<file path="config.mk">
export PLATFORM = sky130hd
export DESIGN_NAME = victim_buffer_top
export DESIGN_NICKNAME = d
export VERILOG_FILES = /design/src/rtl/victim_pkg.sv /design/src/rtl/victim_store.sv /design/src/rtl/victim_lookup.sv /design/src/rtl/writeback_engine.sv /design/src/rtl/victim_buffer_top.sv
export SDC_FILE = /design/constraint.sdc
export NUM_CORES = 2
export LEC_CHECK = 0
export BUFFER_PORTS_ARGS = -buffer_cell sky130_fd_sc_hd__buf_4
export CAP_MARGIN = 10
export CORE_MARGIN = 2
export CORE_UTILIZATION = 60
export CTS_CLUSTER_DIAMETER = 40
export CTS_CLUSTER_SIZE = 30
export DETAILED_ROUTE_END_ITERATION = 16
export MAX_ROUTING_LAYER = met4
export PLACE_DENSITY_LB_ADDON = 0.3
export SLEW_MARGIN = 20
export SYNTH_ARGS = -nofsm -noshare
export SYNTH_HDL_FRONTEND = slang
export SYNTH_SLANG_ARGS = --single-unit
export TNS_END_PERCENT = 5
</file>
<file path="constraint.sdc">
create_clock -name clk -period 13.2 [get_ports clk]
set_input_delay 0.66 -clock clk [delete_from_list [all_inputs] [get_ports clk]]
set_output_delay 0.66 -clock clk [all_outputs]
set_load 0.03 [all_outputs]
</file>
<file path="src/rtl/victim_pkg.sv">
package victim_pkg;

    // ==================================================
    // geometry
    // ==================================================
    localparam int SLOT_COUNT       = 4;
    localparam int BEATS_PER_LINE   = 4;
    localparam int LINE_OFFSET_BITS = 5;  // 32-byte line.
    localparam int PADDR_BITS       = 32;
    localparam int BEAT_BITS        = 64;
    localparam int SLOT_IDX_BITS    = $clog2(SLOT_COUNT);
    localparam int BEAT_IDX_BITS    = $clog2(BEATS_PER_LINE);

    // fixed burst shape of one line write-back.
    localparam logic [7:0] WB_LEN        = 8'(BEATS_PER_LINE - 1);
    localparam logic [2:0] WB_SIZE       = 3'($clog2(BEAT_BITS / 8));
    localparam logic [1:0] WB_BURST_INCR = 2'b01;

    typedef logic [PADDR_BITS-1:0]                  paddr_t;
    typedef logic [PADDR_BITS-LINE_OFFSET_BITS-1:0] line_addr_t;
    typedef logic [BEAT_BITS-1:0]                   beat_t;
    typedef logic [BEATS_PER_LINE-1:0][BEAT_BITS-1:0] line_t;  // beat 0 sits at the lowest address.
    typedef logic [SLOT_IDX_BITS-1:0]               slot_idx_t;
    typedef logic [SLOT_COUNT-1:0]                  slot_mask_t;
    typedef logic [BEAT_IDX_BITS-1:0]               beat_idx_t;

    typedef enum logic [1:0] {IDLE, ADDRESS, WRITE, WAIT_RESP} wb_state_t;

    // snoop codes on the write address channel.
    typedef enum logic [2:0] {
        WRITE_CLEAN = 3'b010,
        WRITE_EVICT = 3'b100
    } wb_op_t;

    typedef struct packed {
        logic       line_valid;
        logic       dirty;
        line_addr_t addr;
        line_t      data;
    } victim_entry_t;

    typedef struct packed {
        paddr_t     addr;
        logic [7:0] len;
        logic [2:0] size;
        logic [1:0] burst;
        wb_op_t     op;
    } wb_aw_t;

    typedef struct packed {
        beat_t data;
        logic  last;
    } wb_w_t;

endpackage

</file>
<file path="src/rtl/victim_store.sv">
`timescale 1ns/100ps

module victim_store (
    input  logic                    clk,
    input  logic                    rst,
    input  logic                    alloc_en,
    input  victim_pkg::slot_mask_t  alloc_match,
    input  logic                    refill_en,
    input  victim_pkg::slot_idx_t   refill_idx,
    input  victim_pkg::victim_entry_t refill,
    input  logic                    release_en,
    input  victim_pkg::slot_idx_t   release_idx,
    input  logic                    snoop_remove,
    input  victim_pkg::slot_idx_t   snoop_remove_idx,
    output victim_pkg::victim_entry_t [victim_pkg::SLOT_COUNT-1:0] entries,
    output victim_pkg::slot_mask_t  busy_mask,
    output victim_pkg::slot_mask_t  data_valid_mask,
    output victim_pkg::slot_idx_t   free_idx,
    output logic                    full
);
    import victim_pkg::*;

    logic has_free;
    logic do_alloc;

    assign has_free = |(~busy_mask);
    assign do_alloc = alloc_en & ~(|alloc_match) & has_free;

    // ==================================================
    // free slot select
    // ==================================================
    // the loop runs downward so the lowest free slot wins.
    always_comb begin
        free_idx = '0;
        for (int i = SLOT_COUNT - 1; i >= 0; i--) begin
            if (!busy_mask[i]) begin
                free_idx = slot_idx_t'(i);
            end
        end
    end

    // ==================================================
    // slot flags
    // ==================================================
    always_ff @(posedge clk or posedge rst) begin
        if (rst) begin
            busy_mask       <= '0;
            data_valid_mask <= '0;
        end else begin
            if (do_alloc) begin
                busy_mask[free_idx]       <= 1'b1;
                data_valid_mask[free_idx] <= 1'b0;  // the line arrives later with a fill.
            end
            if (refill_en) begin
                data_valid_mask[refill_idx] <= 1'b1;
            end
            // a release and a snoop removal can land on the same edge.
            if (release_en) begin
                busy_mask[release_idx] <= 1'b0;
            end
            if (snoop_remove) begin
                busy_mask[snoop_remove_idx] <= 1'b0;
            end
        end
    end

    always_ff @(posedge clk or posedge rst) begin
        if (rst) begin
            full <= 1'b0;
        end else begin
            full <= ~has_free;  // follows the flags by one cycle.
        end
    end

    // ==================================================
    // entry array
    // ==================================================
    always_ff @(posedge clk) begin
        if (refill_en) begin
            entries[refill_idx] <= refill;
        end
    end

endmodule

</file>
<file path="src/rtl/victim_lookup.sv">
`timescale 1ns/100ps

module victim_lookup (
    input  logic                    clk,
    input  logic                    rst,
    input  logic                    alloc_en,
    input  victim_pkg::paddr_t      waddr,
    input  logic                    snoop_en,
    input  logic                    snoop_clean,
    input  victim_pkg::paddr_t      snoop_addr,
    input  victim_pkg::victim_entry_t [victim_pkg::SLOT_COUNT-1:0] entries,
    input  victim_pkg::slot_mask_t  busy_mask,
    input  victim_pkg::slot_mask_t  data_valid_mask,
    input  victim_pkg::slot_idx_t   free_idx,
    input  logic                    refill_en,
    input  victim_pkg::slot_idx_t   refill_idx,
    input  victim_pkg::victim_entry_t refill,
    input  victim_pkg::slot_idx_t   active_idx,
    input  logic                    engine_busy,
    output victim_pkg::slot_mask_t  alloc_match,
    output logic                    alloc_hit,
    output victim_pkg::slot_idx_t   alloc_idx,
    output logic                    snoop_hit,
    output logic                    snoop_dirty,
    output victim_pkg::line_t       snoop_data,
    output logic                    snoop_remove,
    output victim_pkg::slot_idx_t   snoop_remove_idx
);
    import victim_pkg::*;

    paddr_t     cmp_addr;
    line_addr_t cmp_line;
    slot_idx_t  match_idx;
    logic       fill_hit;
    logic       any_hit;

    // a snoop takes over the comparator for its cycle.
    assign cmp_addr = snoop_en ? snoop_addr : waddr;
    assign cmp_line = cmp_addr[PADDR_BITS-1:LINE_OFFSET_BITS];

    always_comb begin
        for (int i = 0; i < SLOT_COUNT; i++) begin
            alloc_match[i] = busy_mask[i] & data_valid_mask[i] & entries[i].line_valid &
                             (entries[i].addr == cmp_line);
        end
    end

    always_comb begin
        match_idx = '0;
        for (int i = SLOT_COUNT - 1; i >= 0; i--) begin
            if (alloc_match[i]) begin
                match_idx = slot_idx_t'(i);
            end
        end
    end

    // a line being filled right now is not yet in the array.
    assign fill_hit = refill_en & refill.line_valid & (refill.addr == cmp_line);
    assign any_hit  = (|alloc_match) | fill_hit;

    assign snoop_remove_idx = fill_hit ? refill_idx : match_idx;
    assign snoop_remove     = snoop_en & snoop_clean & any_hit &
                              ~(engine_busy & (snoop_remove_idx == active_idx));

    // ==================================================
    // registered replies
    // ==================================================
    always_ff @(posedge clk or posedge rst) begin
        if (rst) begin
            alloc_hit   <= 1'b0;
            alloc_idx   <= '0;
            snoop_hit   <= 1'b0;
            snoop_dirty <= 1'b0;
        end else begin
            if (alloc_en) begin
                alloc_hit <= |alloc_match;
                alloc_idx <= (|alloc_match) ? match_idx : free_idx;
            end
            if (snoop_en) begin
                snoop_hit   <= any_hit;
                snoop_dirty <= fill_hit ? refill.dirty : entries[match_idx].dirty;
            end
        end
    end

    always_ff @(posedge clk) begin
        if (snoop_en) begin
            snoop_data <= fill_hit ? refill.data : entries[match_idx].data;  // held until the next snoop.
        end
    end

endmodule

</file>
<file path="src/rtl/writeback_engine.sv">
`timescale 1ns/100ps

module writeback_engine (
    input  logic                    clk,
    input  logic                    rst,
    input  victim_pkg::victim_entry_t [victim_pkg::SLOT_COUNT-1:0] entries,
    input  victim_pkg::slot_mask_t  busy_mask,
    input  victim_pkg::slot_mask_t  data_valid_mask,
    output victim_pkg::wb_aw_t      aw,
    output logic                    aw_valid,
    input  logic                    aw_ready,
    output victim_pkg::wb_w_t       w,
    output logic                    w_valid,
    input  logic                    w_ready,
    input  logic                    b_valid,
    output logic                    release_en,
    output victim_pkg::slot_idx_t   release_idx,
    output victim_pkg::slot_idx_t   active_idx,
    output logic                    engine_busy
);
    import victim_pkg::*;

    wb_state_t     state;
    slot_mask_t    ready_mask;
    slot_idx_t     pick_idx;
    slot_idx_t     cur_idx;
    victim_entry_t cur_entry;
    beat_idx_t     beat;
    logic          last_beat;

    assign ready_mask = busy_mask & data_valid_mask;

    always_comb begin
        pick_idx = '0;
        for (int i = SLOT_COUNT - 1; i >= 0; i--) begin
            if (ready_mask[i]) begin
                pick_idx = slot_idx_t'(i);
            end
        end
    end

    // while idle the candidate counts as in flight, so a snoop cannot remove it under us.
    assign engine_busy = (state != IDLE) | (|ready_mask);
    assign active_idx  = (state == IDLE) ? pick_idx : cur_idx;

    assign last_beat   = (beat == beat_idx_t'(BEATS_PER_LINE - 1));
    assign release_en  = (state == WAIT_RESP) & (b_valid | ~cur_entry.line_valid);
    assign release_idx = cur_idx;

    // ==================================================
    // write channel state machine
    // ==================================================
    always_ff @(posedge clk or posedge rst) begin
        if (rst) begin
            state    <= IDLE;
            cur_idx  <= '0;
            beat     <= '0;
            aw_valid <= 1'b0;
            w_valid  <= 1'b0;
        end else begin
            case (state)
                IDLE: begin
                    if (|ready_mask) begin
                        cur_idx <= pick_idx;
                        if (entries[pick_idx].line_valid) begin
                            aw_valid <= 1'b1;
                            state    <= ADDRESS;
                        end else begin
                            state <= WAIT_RESP;  // nothing to send.
                        end
                    end
                end
                ADDRESS: begin
                    if (aw_ready) begin
                        aw_valid <= 1'b0;
                        w_valid  <= 1'b1;
                        beat     <= '0;
                        state    <= WRITE;
                    end
                end
                WRITE: begin
                    if (w_ready) begin
                        if (last_beat) begin
                            w_valid <= 1'b0;
                            state   <= WAIT_RESP;
                        end else begin
                            beat <= beat + 2'd1;
                        end
                    end
                end
                WAIT_RESP: begin
                    if (release_en) begin
                        state <= IDLE;
                    end
                end
                default: state <= IDLE;
            endcase
        end
    end

    always_ff @(posedge clk) begin
        if (state == IDLE) begin
            cur_entry <= entries[pick_idx];
        end
    end

    always_comb begin
        aw.addr  = {cur_entry.addr, {LINE_OFFSET_BITS{1'b0}}};
        aw.len   = WB_LEN;
        aw.size  = WB_SIZE;
        aw.burst = WB_BURST_INCR;
        aw.op    = cur_entry.dirty ? WRITE_CLEAN : WRITE_EVICT;
        w.data   = cur_entry.data[beat];
        w.last   = last_beat;
    end

endmodule

</file>
<file path="src/rtl/victim_buffer_top.sv">
`timescale 1ns/100ps

module victim_buffer_top (
    input  logic                      clk,
    input  logic                      rst,
    input  logic                      alloc_en,
    input  victim_pkg::paddr_t        waddr,
    output logic                      alloc_hit,
    output victim_pkg::slot_idx_t     alloc_idx,
    input  logic                      refill_en,
    input  victim_pkg::slot_idx_t     refill_idx,
    input  victim_pkg::victim_entry_t refill,
    input  logic                      snoop_en,
    input  logic                      snoop_clean,
    input  victim_pkg::paddr_t        snoop_addr,
    output logic                      snoop_hit,
    output logic                      snoop_dirty,
    output victim_pkg::line_t         snoop_data,
    output logic                      full,
    output victim_pkg::wb_aw_t        aw,
    output logic                      aw_valid,
    input  logic                      aw_ready,
    output victim_pkg::wb_w_t         w,
    output logic                      w_valid,
    input  logic                      w_ready,
    input  logic                      b_valid
);
    import victim_pkg::*;

    victim_entry_t [SLOT_COUNT-1:0] entries;
    slot_mask_t busy_mask;
    slot_mask_t data_valid_mask;
    slot_mask_t alloc_match;
    slot_idx_t  free_idx;
    slot_idx_t  release_idx;
    slot_idx_t  snoop_remove_idx;
    slot_idx_t  active_idx;
    logic       release_en;
    logic       snoop_remove;
    logic       engine_busy;

    victim_store u_store (
        .clk, .rst, .alloc_en, .alloc_match, .refill_en, .refill_idx, .refill,
        .release_en, .release_idx, .snoop_remove, .snoop_remove_idx,
        .entries, .busy_mask, .data_valid_mask, .free_idx, .full
    );

    victim_lookup u_lookup (
        .clk, .rst, .alloc_en, .waddr, .snoop_en, .snoop_clean, .snoop_addr,
        .entries, .busy_mask, .data_valid_mask, .free_idx,
        .refill_en, .refill_idx, .refill, .active_idx, .engine_busy,
        .alloc_match, .alloc_hit, .alloc_idx,
        .snoop_hit, .snoop_dirty, .snoop_data, .snoop_remove, .snoop_remove_idx
    );

    writeback_engine u_engine (
        .clk, .rst, .entries, .busy_mask, .data_valid_mask,
        .aw, .aw_valid, .aw_ready, .w, .w_valid, .w_ready, .b_valid,
        .release_en, .release_idx, .active_idx, .engine_busy
    );

endmodule

</file>
### Word level (Yosys, flattened, before mapping)

Cells that the tools add are included.

| word-level totals | value |
|---|---|
| bits in registers | 1703 |
| input port bits | 360 |
| output and inout port bits | 377 |
| logic and storage cells | 194 |

| cells by class | value |
|---|---|
| add/subtract/negate cells | 1 |
| magnitude comparators | 11 |
| equality and inequality tests | 17 |
| muxes and demuxes | 60 |
| bitwise gates (word level) | 38 |
| reduce and logical (&&, ||, !) cells | 16 |

Operator list:

| cell | number |
|---|---|
| 285-bit binary-select mux with 2-bit select | 2 |
| 1140-bit bitwise mux | 1 |
| 285-bit demux with 2-bit select | 1 |
| 285-bit two-way mux | 2 |
| 284-bit two-way mux | 1 |
| 256-bit two-way mux | 1 |
| 27-bit == test | 5 |
| 64-bit binary-select mux with 2-bit select | 1 |
| 64-bit two-way mux | 1 |
| 2-bit two-way mux | 24 |
| 32-bit two-way mux | 1 |
| 1-bit bitwise AND | 21 |
| 2-bit by 3-bit less-than comparator with 1-bit output (second input constant) | 7 |
| 4-bit two-way mux | 5 |
| 4-bit bitwise AND | 4 |
| 4-bit inverter | 4 |
| 4-bit AND reduction | 3 |
| 4-bit OR reduction | 3 |
| 1-bit two-way mux | 11 |
| 1-bit demux with 2-bit select | 4 |
| 2-bit by 1-bit greater-or-equal comparator with 1-bit output (second input constant) | 4 |
| 2-bit inequality test (second input constant) | 4 |
| 4-bit OR | 2 |
| 2-bit one-hot mux with 4 select lines | 1 |
| 15 further kinds | 30 |

### Longest topological paths before layout

| depth | value |
|---|---|
| depth after elaboration | 15 |
| gate-level depth with buffers | 15 |
| depth with buffers taken out | 9 |

### By module

From an unflattened synthesis, not the netlist that was laid out.

| second synthesis, totals | value |
|---|---|
| cell total of the unflattened synthesis | 4366 |
| area total of the unflattened synthesis | 74951.9 um^2 |

Modules (own cells, without submodules):

| module | instances | cells each | area an instance (um^2) | seq. area each (um^2) |
|---|---|---|---|---|
| victim_store | 1 | 1189 | 34710.8 | 34458.0 |
| writeback_engine | 1 | 1437 | 20358.3 | 8758.4 |
| victim_lookup | 1 | 1740 | 19882.8 | 7812.5 |

### Worst setup path after synthesis

OpenSTA, ideal clock, no wires.

| timing | value |
|---|---|
| kind | input to register |
| start point | input refill_idx[1] |
| end point | register, netlist name u_store.entries[0] |
| setup time | 1346 ps |
| data arrival time | 21272 ps |
| data required time | 11854 ps |
| setup slack | -9418 ps |
| cell stages on the path | 1 |
| buffers on the path | 0 |
| cell sequence | nor3b_1 |

RTL lines:

| item | line | RTL |
|---|---|---|
| from (decl) | victim_buffer_top.sv:11 | `input victim_pkg::slot_idx_t refill_idx,` |

### Worst setup path after layout

| timing | value |
|---|---|
| start point | input snoop_en |
| end point | register u_lookup.snoop_data[133] (netlist bit) (data pin) |

| between the ends | value |
|---|---|
| cells in the longest elaborated chain, start to end | 10 |
| elaborated cells on any way between the ends | 18 |
| those cells by class | 5 x eq/ne; 8 x mux; 5 x bitwise |

Ends and longest elaborated chain:

| item | line | RTL |
|---|---|---|
| from (decl) | victim_buffer_top.sv:13 | `input logic snoop_en,` |
| 32-bit two-way mux * | victim_lookup.sv:38 | `assign cmp_addr = snoop_en ? snoop_addr : waddr;` |
| 27-bit == test | victim_lookup.sv:44 | `(entries[i].addr == cmp_line);` |
| 1-bit bitwise AND | victim_lookup.sv:43 | `alloc_match[i] = busy_mask[i] & data_valid_mask[i] & entries[i].line_valid &` |
| 2-bit two-way mux (4 in series) | victim_lookup.sv:51 | `if (alloc_match[i]) begin` |
| 285-bit binary-select mux with 2-bit select | victim_lookup.sv:88 | `snoop_data <= fill_hit ? refill.data : entries[match_idx].data;` |
| 284-bit two-way mux | - |  |
| 256-bit two-way mux * | victim_lookup.sv:88 |  |
| to (signal assigned) | victim_lookup.sv:88 |  |
| to (decl) | victim_lookup.sv:25 | `output victim_pkg::line_t snoop_data,` |

Mark *: on every way between the ends. The rest lies on a longest branch, timed or not. The select of a mux whose other input is x is not followed.
A chain may end at the register's enable or synchronous reset.

==> results_dict.tcl <==
set metrics [dict create \
    reg2reg_depth 10 \
    timing.rr.start "u_store.entries[828]" \
    reg2reg_slack_ns 8.50 \
    holdPathStages 1 \
    clk_latency_ns 0.83 \
    clock_power_share_pct 29.5 \
    fin_cells 7819 \
    grt_pass1_wl_um 318000 \
    peakVddDrop_uv 300 \
    power.density_mw_per_mm2 207 \
    path_buf_inv 4 \
    setup_viol 0 \
    antenna_found_initial 61 \
    dr.first_iter.drc_count 6375 \
    hold_end "u_store.entries[605]" \
    skew_ns 0.0293 \
    grt_overflow_total 0 \
    die_w_um 360 \
    vias_per_cell 6.34 \
    period_share_pct 46.0 \
    place_congestion 0.937 \
    hp-class "input pin to register" \
    io_pins 737 \
    die-area_mm2 0.129 \
    switchingPower_w 0.00668 \
    syn_avg_cell_area_um2 14.4 \
    cts.sinks 1703 \
    cap_viol_max_count 0 \
    slowest_delay_ns 0.91 \
    cp.required_ns 13.79 \
    layout_setup_ws_ns 7.13 \
    ant_nets 0 \
    path_cells "buf_8 > buf_4 > mux2i_2 > xnor2_1 > nor4_1 > and4_1 > nand4_1 > o211ai_1 > buf_12 > buf_4 > mux2i_1 > mux2_1 > o21ai_1" \
    finalNetCount 6327 \
    relSlewSlack_pct 18.4 \
    dp_hpwl_um 137000 \
    cts_buffers 189 \
    first_global_vias 47300 \
    crit_path_end_kind "register" \
    start_util_pct 60.5 \
    cts_resized 0 \
    drtPass1Iterations 7 \
    yosysWarningCount 0 \
    switching_share_pct 36.0 \
    pre_cts_ws_ns 6.50 \
    crit_path_max_fanout 106 \
    power.internal_w 0.0119 \
    synth-edff-count 1681 \
    port_buffers 707 \
    cts_max_level 4 \
    seq_power_share_pct 41.1 \
    layout_min_cycle_time_ns 6.07 \
    holdCritStartpoint "refill[35]" \
    worst_pin_slew_ns 1.22 \
    vias 49600 \
    grt_max_degree 215 \
    synth-main-ff-cell "edfxtp_1" \
    clk_pin_slew_ns 0.06 \
    clock_path_buffers 3 \
    num_rows 130 \
    worst-setup-path-type "input pin to register" \
    routed_wl_um 221000 \
    cts_tree "built" \
    path_delay_family "buffers and inverters" \
    drive_gt1_share_pct 20.4 \
    rsz0062_at_grt "false" \
    combPwrFrac_pct 29.4 \
    drc 0 \
    max_freq_mhz 165 \
    path_common_cell "buf_4" \
    die_y_um 360 \
    syn_inst 5272 \
    p_leak_nw 31.9 \
    totalPowerFinal_w 0.0186 \
    seq_area_frac_synth_pct 67.2 \
    syn_to_final_growth_pct 18.2 \
    status "complete, no violations" \
    synthArstFlopShare_pct 1.29 \
    cts_setup_buffers 0 \
    core_area_mm2 0.126 \
    syn-cell-area_mm2 0.0760 \
    crit_arrival_ns 6.66 \
    fill_cells 7836 \
    clockRootBuffer "clkbuf_16" \
    grtUsageTotal_pct 34.7 \
    cpMaxStageDelayCell "buf_4" \
    routedWlPerCell_um 28.3 \
    mostFrequentLayoutCells "edfxtp_1, nand2_1, buf_4" \
    worstReg2RegEnd "u_lookup.snoop_data[186]" \
    ys_types 60 \
    dp.cells 7304 \
    maxSlewViolCount 0 \
    cp-start-kind "input pin" \
    tns_ns 0 \
    ys_ff_latch 1703 \
    hold_viol_final 0 \
    final_common_cell "edfxtp_1" \
]
-- synthesized netlist by cell type (9+ instances only) --
master | number | area share (%)
a211oi_1 | 286 | 2.8
a21oi_1 | 12 | 0.079
a31oi_1 | 286 | 2.4
and2_1 | 288 | 2.4
buf_1 | 15 | 0.074
buf_12 | 23 | 0.61
buf_2 | 28 | 0.18
buf_4 | 55 | 0.54
clkbuf_1 | 272 | 1.3
dfrtp_1 | 22 | 0.72
edfxtp_1 | 1681 | 66
inv_1 | 13 | 0.064
mux2_1 | 216 | 3.2
mux2_2 | 42 | 0.62
mux2i_1 | 516 | 6.8
mux2i_4 | 21 | 0.62
mux4_2 | 64 | 1.9
nand2_1 | 843 | 4.2
nand3_1 | 9 | 0.059
nand4_1 | 10 | 0.082
nor2_1 | 14 | 0.069
nor4_1 | 59 | 0.49
o21ai_0 | 50 | 0.33
o21ai_1 | 220 | 1.4
xnor2_1 | 127 | 1.5
-- stage by stage --
step	instance area, um2	utilization (%)	hold slack [ns]
finish	89800	71.5	0.0509
global route	89800	71.5	0.0209
CTS	89700	71.4	0.000153
detailed placement	81900	65.3	0.532
global placement	81900	65.3	0.524
floorplan	76000	-	0.490
-- worst reg2reg max path: cells and delay by family, from the launching register on --
family	cells	cell delay (ns)
xor gates and xnor gates	1	0.21
AOI/OAI and AO/OA	2	0.64
muxes	2	0.53
and+or+nand+nor	3	0.99
buffers and inverters	2	1.75
DFF	1	0.41
-- state kept, by name, summed over array words and instances (netlist names), 2 cells and up --
name / cells
u_store.data_valid_mask: 4
u_engine.release_idx: 2
u_store.busy_mask: 4
u_engine.aw: 27
u_engine.state: 2
u_engine.beat: 2
u_store.entries: 1140
u_engine.cur_entry: 258
u_lookup.snoop_data: 256
u_lookup.alloc_idx: 2
-- cell type report --
| class | count | area [um2] | area share [%] |
|---|---|---|---|
| flip-flops and latches | 1703 | 51000 | 56.8 |
| repair buffers | 883 | 7100 | 7.90 |
| well taps | 1650 | 2060 | 2.30 |
| clock inverters | 148 | 1720 | 1.91 |
| clock buffers | 205 | 4880 | 5.44 |
| multi-input cells | 3171 | 22900 | 25.4 |
| inverters | 13 | 48.8 | 0.0543 |
| diodes | 46 | 115 | 0.128 |
-- per-layer routing --
metal	vias to the layer above	share of wire (%)	track usage (%)
met5	-	0	-
met4	0	4.1	13.6
met3	419	11	7.09
met2	2881	46	50.5
met1	24800	40	48.3
li1	21500	-	-
-- logic make-up after synthesis --
kind of cell             synth area share, %
AO/OA/AOI/OAI                           7.38
XOR/XNOR                                1.56
adder cells (fa/ha/maj)               0.0988
buffers and inverters                   2.96
flip-flops                              67.2
multiplexers                            13.2
other                                0.00988
AND/OR/NAND/NOR                         7.58
-- how the worst max path moves through the flow --
stage | start | cells after the start | slack (ns) | end
CTS | snoop_en | 13 | 7.36 | u_lookup.snoop_data[133]
global route | snoop_en | 13 | 7.06 | u_lookup.snoop_data[197]
detailed placement | snoop_en | 13 | 6.50 | u_lookup.snoop_data[133]
global placement | snoop_en | 13 | 6.39 | u_lookup.snoop_data[133]
floorplan | refill_idx[1] | 2 | -0.35 | u_store.entries[570]
finish | snoop_en | 13 | 7.13 | u_lookup.snoop_data[133]
-- timing repair --
item | 4_1_cts | 5_1_grt
hold buffers | 115 | 0
endpoints found under the setup margin | 0 | 0
endpoints found under the hold margin | 411 | 0
-- power groups by stage --
stage               Sequential, W  Combinational [W]  Clock [W]
detailed placement        0.00768            0.00529          0
floorplan                 0.00756            0.00320          0
CTS                       0.00759            0.00536    0.00553
global route              0.00767            0.00571    0.00575
finish                    0.00763            0.00546    0.00549
global placement          0.00766            0.00522          0
Power figures use the tool's default switching activity.
